==> config.mk <==
export PLATFORM = sky130hd
export DESIGN_NAME = cpu_top
export DESIGN_NICKNAME = d
export VERILOG_FILES = /design/src/rtl/cpu_types_pkg.sv /design/src/rtl/mem_bus_pkg.sv /design/src/rtl/mem_port_if.sv /design/src/rtl/register_file.sv /design/src/rtl/control_unit.sv /design/src/rtl/datapath.sv /design/src/rtl/mem_arbiter.sv /design/src/rtl/cpu_top.sv
export VERILOG_INCLUDE_DIRS = /design/src /design/src/rtl
export SDC_FILE = /design/constraint.sdc
export NUM_CORES = 2
export LEC_CHECK = 0
export BUFFER_PORTS_ARGS = -buffer_cell sky130_fd_sc_hd__buf_2
export CORE_ASPECT_RATIO = 2
export CORE_MARGIN = 10
export CORE_UTILIZATION = 55
export CTS_BUF_LIST = sky130_fd_sc_hd__clkbuf_2
export CTS_CLUSTER_DIAMETER = 50
export CTS_CLUSTER_SIZE = 30
export DETAILED_ROUTE_END_ITERATION = 8
export GPL_ROUTABILITY_DRIVEN = 0
export PLACE_DENSITY = 0.68
export SETUP_SLACK_MARGIN = 0.02
export SLEW_MARGIN = 20
export SYNTH_ARGS = -nofsm -noshare
export SYNTH_HDL_FRONTEND = slang
export SYNTH_SLANG_ARGS = --single-unit
==> constraint.sdc <==
create_clock -name CLK -period 6.5 [get_ports CLK]
set_input_delay 1.3 -clock CLK [delete_from_list [all_inputs] [get_ports CLK]]
set_output_delay 1.3 -clock CLK [all_outputs]
set_load 0.05 [all_outputs]
==> src/rtl/cpu_defines.svh <==
// global sizing constants shared by the processor and its testbench

`ifndef CPU_DEFINES_SVH
`define CPU_DEFINES_SVH

// datapath and instruction width
`define CPU_WORD_W 32

// architectural register count
`define CPU_REG_N 32

`define CPU_PC_INIT 32'h0000_0000   // first fetch address after reset

// external RAM size in words
`define CPU_RAM_WORDS 1024

`endif

==> src/rtl/cpu_types_pkg.sv <==
// instruction set types for the MIPS subset pipeline
`default_nettype none
`include "cpu_defines.svh"

package cpu_types_pkg;

   typedef logic [`CPU_WORD_W-1:0]        word_t;
   typedef logic [$clog2(`CPU_REG_N)-1:0] regbits_t;

   // primary opcodes, instr[31:26]
   typedef enum logic [5:0] {
      RTYPE = 6'b000000,
      J     = 6'b000010,
      BEQ   = 6'b000100,
      BNE   = 6'b000101,
      ADDIU = 6'b001001,
      ORI   = 6'b001101,
      LUI   = 6'b001111,
      LW    = 6'b100011,
      SW    = 6'b101011,
      HALT  = 6'b111111
   } opcode_t;

   // r-type function codes, instr[5:0]
   typedef enum logic [5:0] {
      FN_ADDU = 6'b100001,
      FN_SUBU = 6'b100011,
      FN_AND  = 6'b100100,
      FN_OR   = 6'b100101,
      FN_XOR  = 6'b100110,
      FN_SLT  = 6'b101010
   } funct_t;

   typedef enum logic [2:0] {
      ALU_ADD, ALU_SUB, ALU_AND, ALU_OR, ALU_XOR, ALU_SLT, ALU_LUI
   } aluop_t;

endpackage

`default_nettype wire

==> src/rtl/mem_bus_pkg.sv <==
// memory bus types shared by the requesters and the RAM arbiter
`default_nettype none
`include "cpu_defines.svh"

package mem_bus_pkg;

   typedef logic [`CPU_WORD_W-1:0] addr_t;   // byte address, word aligned

   typedef enum logic [1:0] {
      ARB_IDLE, ARB_FETCH, ARB_DATA
   } arb_state_t;

endpackage

`default_nettype wire

==> src/rtl/mem_port_if.sv <==
// one requester to arbiter memory port with request levels and a wait flag
`timescale 1ns/10ps
`default_nettype none

interface mem_port_if;
   logic                 ren;
   logic                 wen;
   mem_bus_pkg::addr_t   addr;
   cpu_types_pkg::word_t wdata;
   cpu_types_pkg::word_t rdata;
   logic                 mwait;   // memory wait, low in the completing cycle

   modport requester (output ren, wen, addr, wdata, input rdata, mwait);
   modport arbiter (input ren, wen, addr, wdata, output rdata, mwait);
endinterface

`default_nettype wire

==> src/rtl/register_file.sv <==
// register file with a hardwired zero register and same-cycle write bypass
`timescale 1ns/10ps
`default_nettype none
`include "cpu_defines.svh"

module register_file (
   input  logic                    CLK,
   input  logic                    nRST,
   input  cpu_types_pkg::regbits_t rsel1,
   input  cpu_types_pkg::regbits_t rsel2,
   input  logic                    wen,
   input  cpu_types_pkg::regbits_t wsel,
   input  cpu_types_pkg::word_t    wdat,
   output cpu_types_pkg::word_t    rdat1,
   output cpu_types_pkg::word_t    rdat2
);
   cpu_types_pkg::word_t regs [`CPU_REG_N];

   always_ff @(posedge CLK, negedge nRST) begin
      if (!nRST) begin
         for (int i = 0; i < `CPU_REG_N; i++)
            regs[i] <= '0;
      end else if (wen && wsel != '0) begin
         regs[wsel] <= wdat;
      end
   end

   // writeback data visible to decode in the same cycle
   assign rdat1 = (rsel1 == '0) ? '0 : (wen && wsel == rsel1) ? wdat : regs[rsel1];
   assign rdat2 = (rsel2 == '0) ? '0 : (wen && wsel == rsel2) ? wdat : regs[rsel2];
endmodule

`default_nettype wire

==> src/rtl/control_unit.sv <==
// instruction decoder producing the control fields carried down the pipe
`timescale 1ns/10ps
`default_nettype none

module control_unit (
   input  cpu_types_pkg::word_t    instr,
   output cpu_types_pkg::aluop_t   alu_op,
   output logic                    alu_src,
   output logic                    ext_sign,
   output logic                    reg_dst,
   output logic                    reg_wr,
   output logic                    mem_rd,
   output logic                    mem_wr,
   output logic                    branch_eq,
   output logic                    branch_ne,
   output logic                    jump,
   output logic                    halt,
   output cpu_types_pkg::regbits_t rs,
   output cpu_types_pkg::regbits_t rt,
   output cpu_types_pkg::regbits_t rd,
   output logic [15:0]             imm16
);
   cpu_types_pkg::opcode_t opcode;
   cpu_types_pkg::funct_t  funct;

   assign opcode = cpu_types_pkg::opcode_t'(instr[31:26]);
   assign funct  = cpu_types_pkg::funct_t'(instr[5:0]);
   assign rs     = instr[25:21];
   assign rt     = instr[20:16];
   assign rd     = instr[15:11];
   assign imm16  = instr[15:0];

   always_comb begin
      alu_op = cpu_types_pkg::ALU_ADD;
      {alu_src, ext_sign, reg_dst, reg_wr, mem_rd, mem_wr} = '0;
      {branch_eq, branch_ne, jump, halt} = '0;
      case (opcode)
         cpu_types_pkg::RTYPE: begin
            reg_dst = 1'b1;
            reg_wr  = 1'b1;
            case (funct)
               cpu_types_pkg::FN_ADDU: alu_op = cpu_types_pkg::ALU_ADD;
               cpu_types_pkg::FN_SUBU: alu_op = cpu_types_pkg::ALU_SUB;
               cpu_types_pkg::FN_AND:  alu_op = cpu_types_pkg::ALU_AND;
               cpu_types_pkg::FN_OR:   alu_op = cpu_types_pkg::ALU_OR;
               cpu_types_pkg::FN_XOR:  alu_op = cpu_types_pkg::ALU_XOR;
               cpu_types_pkg::FN_SLT:  alu_op = cpu_types_pkg::ALU_SLT;
               default:                reg_wr = 1'b0;   // also covers the all-zero nop
            endcase
         end
         cpu_types_pkg::ADDIU: {alu_src, ext_sign, reg_wr} = 3'b111;
         cpu_types_pkg::ORI: begin
            alu_op  = cpu_types_pkg::ALU_OR;
            alu_src = 1'b1;   // zero extended
            reg_wr  = 1'b1;
         end
         cpu_types_pkg::LUI: begin
            alu_op  = cpu_types_pkg::ALU_LUI;
            alu_src = 1'b1;
            reg_wr  = 1'b1;
         end
         cpu_types_pkg::LW:  {alu_src, ext_sign, reg_wr, mem_rd} = 4'b1111;
         cpu_types_pkg::SW:  {alu_src, ext_sign, mem_wr} = 3'b111;
         cpu_types_pkg::BEQ: {ext_sign, branch_eq} = 2'b11;
         cpu_types_pkg::BNE: {ext_sign, branch_ne} = 2'b11;
         cpu_types_pkg::J:    jump = 1'b1;
         cpu_types_pkg::HALT: halt = 1'b1;
         default: ;   // unknown opcode, no-operation
      endcase
   end
endmodule

`default_nettype wire

==> src/rtl/datapath.sv <==
// five stage pipeline with forwarding, load-use stall, flush and two memory ports
`timescale 1ns/10ps
`default_nettype none
`include "cpu_defines.svh"

module datapath (
   input  logic          CLK,
   input  logic          nRST,
   mem_port_if.requester imem,
   mem_port_if.requester dmem,
   output logic          halt
);
   typedef struct packed {
      cpu_types_pkg::word_t instr;
      cpu_types_pkg::word_t npc;
   } fd_t;

   typedef struct packed {
      cpu_types_pkg::word_t    npc, rdat1, rdat2, imm;
      logic [25:0]             jaddr;
      cpu_types_pkg::regbits_t rs, rt, wsel;
      cpu_types_pkg::aluop_t   alu_op;
      logic                    alu_src, reg_wr, mem_rd, mem_wr;
      logic                    branch_eq, branch_ne, jump, halt;
   } de_t;

   typedef struct packed {
      cpu_types_pkg::word_t    alu_res, store;
      cpu_types_pkg::regbits_t wsel;
      logic                    reg_wr, mem_rd, mem_wr, halt;
   } em_t;

   typedef struct packed {
      cpu_types_pkg::word_t    wdat;
      cpu_types_pkg::regbits_t wsel;
      logic                    reg_wr, halt;
   } mw_t;

   mem_bus_pkg::addr_t      pc;
   fd_t                     fd, fd_d;
   de_t                     de, de_d;
   em_t                     em, em_d;
   mw_t                     mw, mw_d;
   cpu_types_pkg::aluop_t   alu_op;
   logic                    alu_src, ext_sign, reg_dst, reg_wr, mem_rd, mem_wr;
   logic                    branch_eq, branch_ne, jump, dec_halt;
   cpu_types_pkg::regbits_t rs, rt, rd;
   logic [15:0]             imm16;
   cpu_types_pkg::word_t    rdat1, rdat2, fwd_a, fwd_b, op_b, alu_res, target;
   cpu_types_pkg::word_t    iload, dload;
   logic                    redirect, load_use, advance, idone, ddone;

   // memory stage wins over writeback
   function automatic cpu_types_pkg::word_t forward(input cpu_types_pkg::regbits_t r,
                                                    input cpu_types_pkg::word_t rf_val,
                                                    input em_t e, input mw_t m);
      if (e.reg_wr && e.wsel != '0 && e.wsel == r)
         return e.alu_res;
      if (m.reg_wr && m.wsel != '0 && m.wsel == r)
         return m.wdat;
      return rf_val;
   endfunction

   control_unit u_control_unit (
      .instr(fd.instr), .alu_op, .alu_src, .ext_sign, .reg_dst, .reg_wr, .mem_rd, .mem_wr,
      .branch_eq, .branch_ne, .jump, .halt(dec_halt), .rs, .rt, .rd, .imm16
   );

   register_file u_register_file (
      .CLK, .nRST, .rsel1(rs), .rsel2(rt), .wen(mw.reg_wr), .wsel(mw.wsel), .wdat(mw.wdat),
      .rdat1, .rdat2
   );

   //////////////////////////////////////////////////
   // memory ports and back-pressure
   //////////////////////////////////////////////////
   assign imem.ren   = !halt && !idone;
   assign imem.wen   = 1'b0;   // fetch only reads
   assign imem.addr  = pc;
   assign imem.wdata = '0;
   assign dmem.ren   = em.mem_rd && !ddone;
   assign dmem.wen   = em.mem_wr && !ddone;
   assign dmem.addr  = em.alu_res;
   assign dmem.wdata = em.store;

   assign advance = !(imem.ren && imem.mwait) && !((dmem.ren || dmem.wen) && dmem.mwait);

   // a port that finished early drops its request until the whole pipe moves
   always_ff @(posedge CLK, negedge nRST) begin
      if (!nRST) begin
         idone <= 1'b0;
         ddone <= 1'b0;
      end else if (advance) begin
         idone <= 1'b0;
         ddone <= 1'b0;
      end else begin
         if (imem.ren && !imem.mwait)
            idone <= 1'b1;
         if ((dmem.ren || dmem.wen) && !dmem.mwait)
            ddone <= 1'b1;
      end
   end

   always_ff @(posedge CLK) begin
      if (!idone)
         iload <= imem.rdata;
      if (!ddone)
         dload <= dmem.rdata;
   end

   //////////////////////////////////////////////////
   // stage logic
   //////////////////////////////////////////////////
   assign fd_d.instr = halt ? '0 : (idone ? iload : imem.rdata);
   assign fd_d.npc   = pc + 4;

   assign load_use = de.mem_rd && de.wsel != '0 && (de.wsel == rs || de.wsel == rt);

   always_comb begin
      de_d.npc    = fd.npc;
      de_d.rdat1  = rdat1;
      de_d.rdat2  = rdat2;
      de_d.imm    = ext_sign ? {{(`CPU_WORD_W-16){imm16[15]}}, imm16}
                             : {{(`CPU_WORD_W-16){1'b0}}, imm16};
      de_d.jaddr  = fd.instr[25:0];
      de_d.rs     = rs;
      de_d.rt     = rt;
      de_d.wsel   = reg_dst ? rd : rt;   // rd for r-type
      de_d.alu_op = alu_op;
      {de_d.alu_src, de_d.reg_wr} = {alu_src, reg_wr};
      {de_d.mem_rd, de_d.mem_wr, de_d.halt} = {mem_rd, mem_wr, dec_halt};
      {de_d.branch_eq, de_d.branch_ne, de_d.jump} = {branch_eq, branch_ne, jump};
   end

   always_comb begin
      fwd_a = forward(de.rs, de.rdat1, em, mw);
      fwd_b = forward(de.rt, de.rdat2, em, mw);
      op_b  = de.alu_src ? de.imm : fwd_b;
      case (de.alu_op)
         cpu_types_pkg::ALU_SUB: alu_res = fwd_a - op_b;
         cpu_types_pkg::ALU_AND: alu_res = fwd_a & op_b;
         cpu_types_pkg::ALU_OR:  alu_res = fwd_a | op_b;
         cpu_types_pkg::ALU_XOR: alu_res = fwd_a ^ op_b;
         cpu_types_pkg::ALU_SLT:
            alu_res = {{(`CPU_WORD_W-1){1'b0}}, $signed(fwd_a) < $signed(op_b)};
         cpu_types_pkg::ALU_LUI: alu_res = {op_b[15:0], 16'h0000};
         default:                alu_res = fwd_a + op_b;
      endcase
   end

   // branches compare the forwarded operands
   assign redirect = de.jump || (de.branch_eq && fwd_a == fwd_b) ||
                     (de.branch_ne && fwd_a != fwd_b);
   assign target   = de.jump ? {de.npc[`CPU_WORD_W-1:28], de.jaddr, 2'b00}
                             : de.npc + {de.imm[`CPU_WORD_W-3:0], 2'b00};

   assign em_d = '{alu_res: alu_res, store: fwd_b, wsel: de.wsel, reg_wr: de.reg_wr,
                   mem_rd: de.mem_rd, mem_wr: de.mem_wr, halt: de.halt};
   assign mw_d = '{wdat: em.mem_rd ? (ddone ? dload : dmem.rdata) : em.alu_res,
                   wsel: em.wsel, reg_wr: em.reg_wr, halt: em.halt};

   always_ff @(posedge CLK, negedge nRST) begin
      if (!nRST) begin
         pc <= `CPU_PC_INIT;
         fd <= '0;
         de <= '0;
         em <= '0;
         mw <= '0;
      end else if (advance) begin
         em <= em_d;
         mw <= mw_d;
         if (redirect) begin   // squash the two younger stages
            pc <= target;
            fd <= '0;
            de <= '0;
         end else if (load_use) begin
            de <= '0;          // bubble while fetch and decode hold
         end else begin
            pc <= fd_d.npc;
            fd <= fd_d;
            de <= de_d;
         end
      end
   end

   always_ff @(posedge CLK, negedge nRST) begin
      if (!nRST)
         halt <= 1'b0;
      else if (advance && mw.halt)
         halt <= 1'b1;
   end
endmodule

`default_nettype wire

==> src/rtl/mem_arbiter.sv <==
// RAM bus arbiter granting one access at a time, data port before fetch port
`timescale 1ns/10ps
`default_nettype none

module mem_arbiter (
   input  logic                 CLK,
   input  logic                 nRST,
   mem_port_if.arbiter          fetch,
   mem_port_if.arbiter          data,
   output logic                 ram_ren,
   output logic                 ram_wen,
   output mem_bus_pkg::addr_t   ram_addr,
   output cpu_types_pkg::word_t ram_wdata,
   input  cpu_types_pkg::word_t ram_rdata,
   input  logic                 ram_ready
);
   mem_bus_pkg::arb_state_t state, next_state;
   logic                    freq, dreq;

   assign freq = fetch.ren || fetch.wen;
   assign dreq = data.ren || data.wen;

   //////////////////////////////////////////////////
   // grant FSM
   //////////////////////////////////////////////////
   always_ff @(posedge CLK, negedge nRST) begin
      if (!nRST)
         state <= mem_bus_pkg::ARB_IDLE;
      else
         state <= next_state;
   end

   always_comb begin
      next_state = state;
      case (state)
         mem_bus_pkg::ARB_IDLE: begin
            if (dreq)
               next_state = mem_bus_pkg::ARB_DATA;
            else if (freq)
               next_state = mem_bus_pkg::ARB_FETCH;
         end
         mem_bus_pkg::ARB_FETCH, mem_bus_pkg::ARB_DATA: begin
            if (ram_ready)
               next_state = mem_bus_pkg::ARB_IDLE;
         end
         default: next_state = mem_bus_pkg::ARB_IDLE;
      endcase
   end

   // bus mux, quiet when idle
   always_comb begin
      {ram_ren, ram_wen, ram_addr, ram_wdata} = '0;
      case (state)
         mem_bus_pkg::ARB_FETCH:
            {ram_ren, ram_wen, ram_addr, ram_wdata} = {fetch.ren, fetch.wen, fetch.addr, fetch.wdata};
         mem_bus_pkg::ARB_DATA:
            {ram_ren, ram_wen, ram_addr, ram_wdata} = {data.ren, data.wen, data.addr, data.wdata};
         default: ;
      endcase
   end

   assign fetch.rdata = ram_rdata;
   assign data.rdata  = ram_rdata;
   assign fetch.mwait = freq && !(state == mem_bus_pkg::ARB_FETCH && ram_ready);
   assign data.mwait  = dreq && !(state == mem_bus_pkg::ARB_DATA && ram_ready);
endmodule

`default_nettype wire

==> src/rtl/cpu_top.sv <==
// processor top level joining the pipeline to the shared RAM bus
`timescale 1ns/10ps
`default_nettype none

module cpu_top (
   input  logic                 CLK,
   input  logic                 nRST,
   output logic                 ram_ren,
   output logic                 ram_wen,
   output mem_bus_pkg::addr_t   ram_addr,
   output cpu_types_pkg::word_t ram_wdata,
   input  cpu_types_pkg::word_t ram_rdata,
   input  logic                 ram_ready,
   output logic                 halt
);
   mem_port_if imem_port ();
   mem_port_if dmem_port ();

   datapath u_datapath (
      .CLK, .nRST,
      .imem(imem_port),
      .dmem(dmem_port),
      .halt
   );

   // fetch and data requesters share one RAM
   mem_arbiter u_mem_arbiter (
      .CLK, .nRST,
      .fetch(imem_port),
      .data(dmem_port),
      .ram_ren, .ram_wen, .ram_addr, .ram_wdata,
      .ram_rdata, .ram_ready
   );
endmodule

`default_nettype wire

Word level (Yosys, flattened, before mapping)
Index checks and enable logic that the tools add are counted.
{"block": "op_classes", "add_sub_neg": 4, "order_cmp": 5, "eq_ne": 36, "mux": 67, "n_bitwise": 6, "n_reduce_logical": 55}
{"operator": "bitwise mux 1024 bit", "n": 1}
{"operator": "two-way mux 32 bit", "n": 27}
{"operator": "two-way mux 180 bit", "n": 2}
{"operator": "binary-select mux 32 bit (select 5 bit)", "n": 2}
{"operator": "one-hot mux 32 bit (6 select lines)", "n": 1}
{"operator": "demux 32 bit (select 5 bit)", "n": 1}
{"operator": "two-way mux 64 bit", "n": 2}
{"operator": "adder 32 bit", "n": 2}
{"operator": "one-hot mux 32 bit (2 select lines)", "n": 1}
{"operator": "== test 6 bit (second input constant)", "n": 9}
{"operator": "== test 5 bit", "n": 8}
{"operator": "adder 32 x 3 -> 32 bit (second input constant)", "n": 1}
{"operator": "bitwise AND 32 bit", "n": 1}
{"operator": "== test 32 bit", "n": 1}
{"operator": "less-than comparator 32 bit", "n": 1}
{"operator": "inequality test 32 bit", "n": 1}
{"operator": "bitwise OR 32 bit", "n": 1}
{"operator": "subtractor 32 bit", "n": 1}
{"operator": "XOR 32 bit", "n": 1}
{"operator": "logical AND 1 bit", "n": 26}
{"operator": "two-way mux 1 bit", "n": 21}
{"operator": "== test 6 x 4 -> 1 bit (second input constant)", "n": 3}
{"operator": "greater-or-equal comparator 6 bit (second input constant)", "n": 3}
{"operator": "NOT 5 -> 6 bit", "n": 3}
{"operator": "other kinds (29)", "n": 53}
{"block": "word_totals", "register_bits": 1481, "input_bits": 35, "out_inout_bits": 67, "wordCells": 242}

Longest topological paths before layout
{"block": "depth", "word_depth": 13, "ltp_mapped": 26, "ltp_nobuf": 22}

Modules after synthesis
Synthesis repeated with hierarchy kept, for this count alone.
{"block": "unflattened", "cells_unflattened": 7060, "area_unflattened_um2": 84367.2}
{"mod": "register_file", "n_inst": 1, "cells_each": 3749, "area_per_inst_um2": 54536.1, "seq_area_each_um2": 25624.6}
{"mod": "datapath", "n_inst": 1, "cells_each": 2999, "area_per_inst_um2": 27620.2, "seq_area_each_um2": 10690.3}
{"mod": "mem_arbiter", "n_inst": 1, "cells_each": 235, "area_per_inst_um2": 1662.8, "seq_area_each_um2": 50.0}
{"mod": "control_unit", "n_inst": 1, "cells_each": 77, "area_per_inst_um2": 548.0, "seq_area_each_um2": 0.0}

Least setup slack after synthesis
No wires, ideal clock.
{"block": "synth_path", "kind": "reg-to-reg", "from": "register u_datapath.em[4] (netlist name)", "to": "register u_datapath.em, in the netlist u_datapath.dmem.addr[27]", "setup_ps": 121, "t_arrival_ps": 5760, "required_ps": 6379, "path_slack_ps": 619, "stages_incl_launch_ff": 27, "path_buffers": 6, "cell_sequence": "dfrtp_1 or4_1 o21ai_2 or3_1 buf_2 buf_1 buf_1 clkbuf_1 clkbuf_1 nor2_1 a21oi_1 inv_1 o21ai_0 ha_1 clkbuf_1 a21o_1 a21oi_1 inv_1 or3_1 nor3_1 o21a_1 o31a_1 o221ai_1 a21oi_1 nor4_1 or4_1 o22a_1"}
{"block": "synth_via", "elab_chain_cells": 8, "word_cells_on_any_way": 17, "cone_classes": "add/sub: 2; eq/ne: 2; mux: 6; bitwise: 3; reduce/logical: 4"}
{"item": "from (decl)", "line_no": "datapath.sv:42", "source": "em_t em, em_d;"}
{"item": "from (signal assigned)", "line_no": "datapath.sv:170", "source": "em <= em_d;"}
{"item": "nonzero test 5 bit", "line_no": "datapath.sv:57", "source": "if (e.reg_wr && e.wsel != '0 && e.wsel == r)"}
{"item": "logical AND 1 bit (2 in series)", "line_no": "datapath.sv:57"}
{"item": "two-way mux 1 bit", "line_no": "datapath.sv:57"}
{"item": "two-way mux 32 bit", "line_no": "datapath.sv:59", "source": "if (m.reg_wr && m.wsel != '0 && m.wsel == r)"}
{"item": "two-way mux 32 bit", "line_no": "datapath.sv:138", "source": "op_b = de.alu_src ? de.imm : fwd_b;"}
{"item": "adder 32 bit (tied with other cells)", "line_no": "datapath.sv:147", "source": "default: alu_res = fwd_a + op_b;"}
{"item": "one-hot mux 32 bit (6 select lines) (*)", "line_no": "datapath.sv:139", "source": "case (de.alu_op)"}
Every way passes the cells marked *; elsewhere a longest branch is shown, timed or not.
A chain may end at the register's enable or synchronous reset.

Worst setup path after layout
{"block": "layout_path", "from": "register u_datapath.mw[3] (netlist name)", "to": "register u_datapath.de[82] (netlist name)"}
{"block": "layout_via", "elab_chain_cells": 12, "word_cells_on_any_way": 23, "cone_classes": "eq/ne: 4; mux: 11; reduce/logical: 8"}
{"item": "from (decl)", "line_no": "datapath.sv:43", "source": "mw_t mw, mw_d;"}
{"item": "from (signal assigned)", "line_no": "datapath.sv:171", "source": "mw <= mw_d;"}
{"item": "nonzero test 5 bit", "line_no": "datapath.sv:59"}
{"item": "logical AND 1 bit (2 in series)", "line_no": "datapath.sv:59"}
{"item": "two-way mux 1 bit (2 in series)", "line_no": "datapath.sv:59"}
{"item": "two-way mux 32 bit", "line_no": "datapath.sv:61", "source": "return rf_val;"}
{"item": "two-way mux 32 bit", "line_no": "datapath.sv:59"}
{"item": "== test 32 bit", "line_no": "datapath.sv:152", "source": "assign redirect = de.jump || (de.branch_eq && fwd_a == fwd_b) ||"}
{"item": "logical AND 1 bit", "line_no": "datapath.sv:152"}
{"item": "logical OR 1 bit", "line_no": "datapath.sv:152"}
{"item": "logical OR 1 bit (*)", "line_no": "datapath.sv:152"}
{"item": "two-way mux 180 bit (*)", "line_no": "datapath.sv:172", "source": "if (redirect) begin"}
{"item": "to (signal assigned)", "line_no": "datapath.sv:175", "source": "de <= '0;"}
{"item": "to (signal assigned)", "line_no": "datapath.sv:177", "source": "de <= '0;"}
{"item": "to (signal assigned)", "line_no": "datapath.sv:181", "source": "de <= de_d;"}
{"item": "to (decl)", "line_no": "datapath.sv:41", "source": "de_t de, de_d;"}
Every way passes the cells marked *; elsewhere a longest branch is shown, timed or not. The select of a mux whose other input is x is not followed.

==> results.toml <==
[run_status]
status = "complete, no violations"

[power]
leakage_nw = 38.0
vdd_drop_max_uv = 135
power_density_nw_per_um2 = 160

[routing]
vias_per_cell = 7.12
vias = 61100
firstDrtPassIters = 9
wire_per_inst_um = 34.7
postRouteAntennaNets = 0
drc = 0
totalWireLength_um = 297000
drtIter0Drc = 6401

[finish]
final_net_count = 6727
drive_gt1_share_pct = 33.5
area_growth_pct = 5.45

[synth]
synth_edf_count = 0
synth_compound_area_share_pct = 10.8
yosysUniqueCellTypes = 96
ys_seq_area_share_pct = 43.3
synth_top_family_by_area = "multiplexers"
synthSimpleGateAreaFrac_pct = 5.67
syn_area_sq_um = 82400
ys_warn_count = 0
synth-xor-area-share_pct = 1.74
synth_mux_area_share_pct = 32.3
synth-adder-area-share_pct = 2.03
synthCells = 6813
synth_area_per_cell_sq_um = 12.1
ys_async_sr_fraction_pct = 95.6
syn_nets = 6980
ys_ff_latch = 1440
synth_ff_type = "dfrtp_1"

[timing]
finalSetupTns_ns = 0
worstMarginPinSlew_ns = 1.27
final.setup.worst_slack_ns = 0.280
finalCriticalPeriod_ns = 6.22
rsz0062_at_grt = "false"
max_freq_ghz = 0.161
min_period_over_period_pct = 95.7
setup_viol = 0
finalClockSkew_ns = 0.192
hold_viol = 0
relSlewSlack_pct = 15.5
slew_violations = 0

[clocking]
clk_pin_slew_ns = 0.49
cts_setup_buffers = 0
htreeDepth = 3
cts_tree = "done"
cts.sinks = 1440
cts_buffer_depth = 3
cts_root_buffer = "clkbuf_2"
insertion_delay_ns = 1.70
numCtsBuffers = 87

[global_routing]
grt_pass1_wl_um = 434000
grt_start_max_net_pins = 190
grt_pass1_vias = 61700
grt_usage_pct = 35.7
overflow = 0
grt_antenna_before_repair = 28

[floorplan]
start_util_pct = 55.4
num_rows = 200
fp.dieW_um = 294
die_area_sq_um = 167000
io_pins = 102
die_y_um = 567
core_sq_um = 149000

[placed_design]
dp_slack_ns = 0.450
dp_hpwl_um = 190000
port_buffers = 101

[critical_path]
crit_arrival_ns = 7.78
path_max_fanout = 81
crit_path_start_kind = "flip-flop"
startpoint = "u_datapath.mw[3]"
cp-end-kind = "flip-flop"
criticalPathCategory = "flip-flop to flip-flop"
required_ns = 8.06
r2r_setup_slack_ns = 0.28
rr_startpoint = "u_datapath.mw[3]"

[hold_path]
min_from = "ram_rdata[21]"
min_path_type = "input pin to flip-flop"

[flow_run]
cap_violations = 0
## state kept, by name, summed over array words and instances, names as in the netlist, 9 cells and up
register / cells
u_datapath.dload: 32
u_datapath.imem.addr: 32
u_datapath.de: 139
u_datapath.dmem.addr: 32
u_datapath.mw: 39
u_datapath.dmem.wdata: 32
u_datapath.em: 9
u_datapath.u_register_file.regs: 1024
u_datapath.iload: 32
u_datapath.de_d: 58
## cell families (layout without fill, tap and decap cells)
kind of cell / count (synthesis) / count (layout)
multiplexers: 1909 / 1909
AO/OA/AOI/OAI: 1296 / 1296
XOR/XNOR: 164 / 164
buffers and inverters: 860 / 682
flip-flops: 1440 / 1440
AND/OR/NAND/NOR: 1012 / 1012
other: 0 / 24
adder cells (fa/ha/maj): 132 / 132
## area by class of cell
| type | instances | area (sq um) |
|---|---|---|
| antenna | 24 | 60.1 |
| sequential | 1440 | 35800 |
| fill | 12100 | 61700 |
| timing repair buffer | 357 | 2850 |
| tap | 1919 | 2400 |
| multi-input combinational | 4513 | 43600 |
| clock inverter | 72 | 1140 |
| clock buffer | 92 | 460 |
| inverter | 161 | 604 |
## metrics by stage
| stage | cells | power, mW | util, % | hold WS (ns) | instance area (sq um) |
|---|---|---|---|---|---|
| finish | 8578 | 13.9 | 58.5 | 0.106 | 86900 |
| global route | 8564 | 14.3 | 58.4 | 0.0778 | 86900 |
| CTS | 8548 | 14.0 | 58.3 | 0.00834 | 86700 |
| detailed placement | 8351 | 9.42 | 57.0 | 0.388 | 84800 |
| global placement | 8351 | 9.42 | 57.0 | 0.377 | 84800 |
| floorplan | 6813 | 9.19 | - | 0.438 | 82400 |
## metal layers
layer	global-route usage (%)	share of wire (%)	vias up	wire, um
met2	56.4	47	3529	141000
met5	0	0.035	-	103
li1	-	-	24900	-
met1	37.7	32	31300	96100
met4	34.5	12	16	34400
met3	10.3	8.8	1331	26200
## synthesized netlist by cell type (66+ instances only)
master	count	area share [%]
mux2_2	1124	15
o221ai_1	66	0.70
mux4_2	482	13
ha_1	129	2.0
buf_1	136	0.62
a221oi_1	102	1.1
clkbuf_1	510	2.3
nand2_1	427	1.9
o21ai_0	240	1.5
dfrtp_1	1376	42
xnor2_1	120	1.3
a21oi_1	266	1.6
nor2_1	237	1.1
inv_1	158	0.72
a211oi_1	78	0.71
o22ai_1	84	0.64
mux2i_1	282	3.4
## critical path, stage by stage, from the launching register on
cell and delay (ns):
dfrtp_1 0.51, buf_4 0.19, xnor2_1 0.19, o311ai_2 0.15, nor2_4 0.63, buf_4 0.33
mux2i_4 0.30, a221o_1 0.18, a221oi_1 0.21, or4_4 0.65, nor4_4 1.00, nand4_4 0.42
a21oi_4 0.44, buf_12 0.40, nand2_2 0.11, o32ai_2 0.27
## timing repair
| action | in CTS | in global routing |
|---|---|---|
| gates resized for setup | 0 | 3 |
| endpoints found under the setup margin | 0 | 5 |
| hold buffers | 33 | 0 |
| hold endpoints to repair | 149 | 0 |
## power breakdown
group / internal [mW] / total [mW] / switching (mW) / leakage [nW]
Combinational: 0.0550 / 0.289 / 0.234 / 17.4
Clock: 1.08 / 4.58 / 3.50 / 0.896
Sequential: 9.04 / 9.04 / 0.00509 / 19.7
Total: 10.2 / 13.9 / 3.74 / 38.0
## cell usage in the layout, fill, tap and decap left out, types with 20 or more instances in the layout
cell type and count:
ha_1 128, o22ai_1 84, nand2b_1 43, mux2_2 1124, nor3_1 53, buf_12 26
a211oi_1 76, dfxtp_1 64, buf_2 102, buf_4 192, clkbuf_2 92, dlygate4sd3_1 33
a221o_1 32, inv_1 158, a22oi_1 42, a32o_1 32, o21ai_0 239, nor2b_1 54
nand3_1 46, mux2i_1 280, a21o_1 20, diode_2 24, dfrtp_1 1362, a22o_1 61
and2_1 39, o211ai_1 37, o21ai_1 42, o221ai_1 65, nor2_1 222, xor2_1 44
nand2_1 410, o21a_1 41, mux4_2 482, a21oi_1 265, xnor2_1 120, a221oi_1 102
o21bai_1 25
## worst paths after layout
check | endpoint | depth (start not counted)
worst max-delay path | u_datapath.de[82] | 15
worst min-delay path | u_datapath.iload[21] | 2
worst max register to register | u_datapath.de[82] | 15
worst min register to register | u_datapath.u_register_file.regs[1023] | 0
max in group asynchronous | u_datapath.de_d[50] | 3
min in group asynchronous | u_datapath.u_register_file.regs[503] | 2
Power figures use the tool's default switching activity.
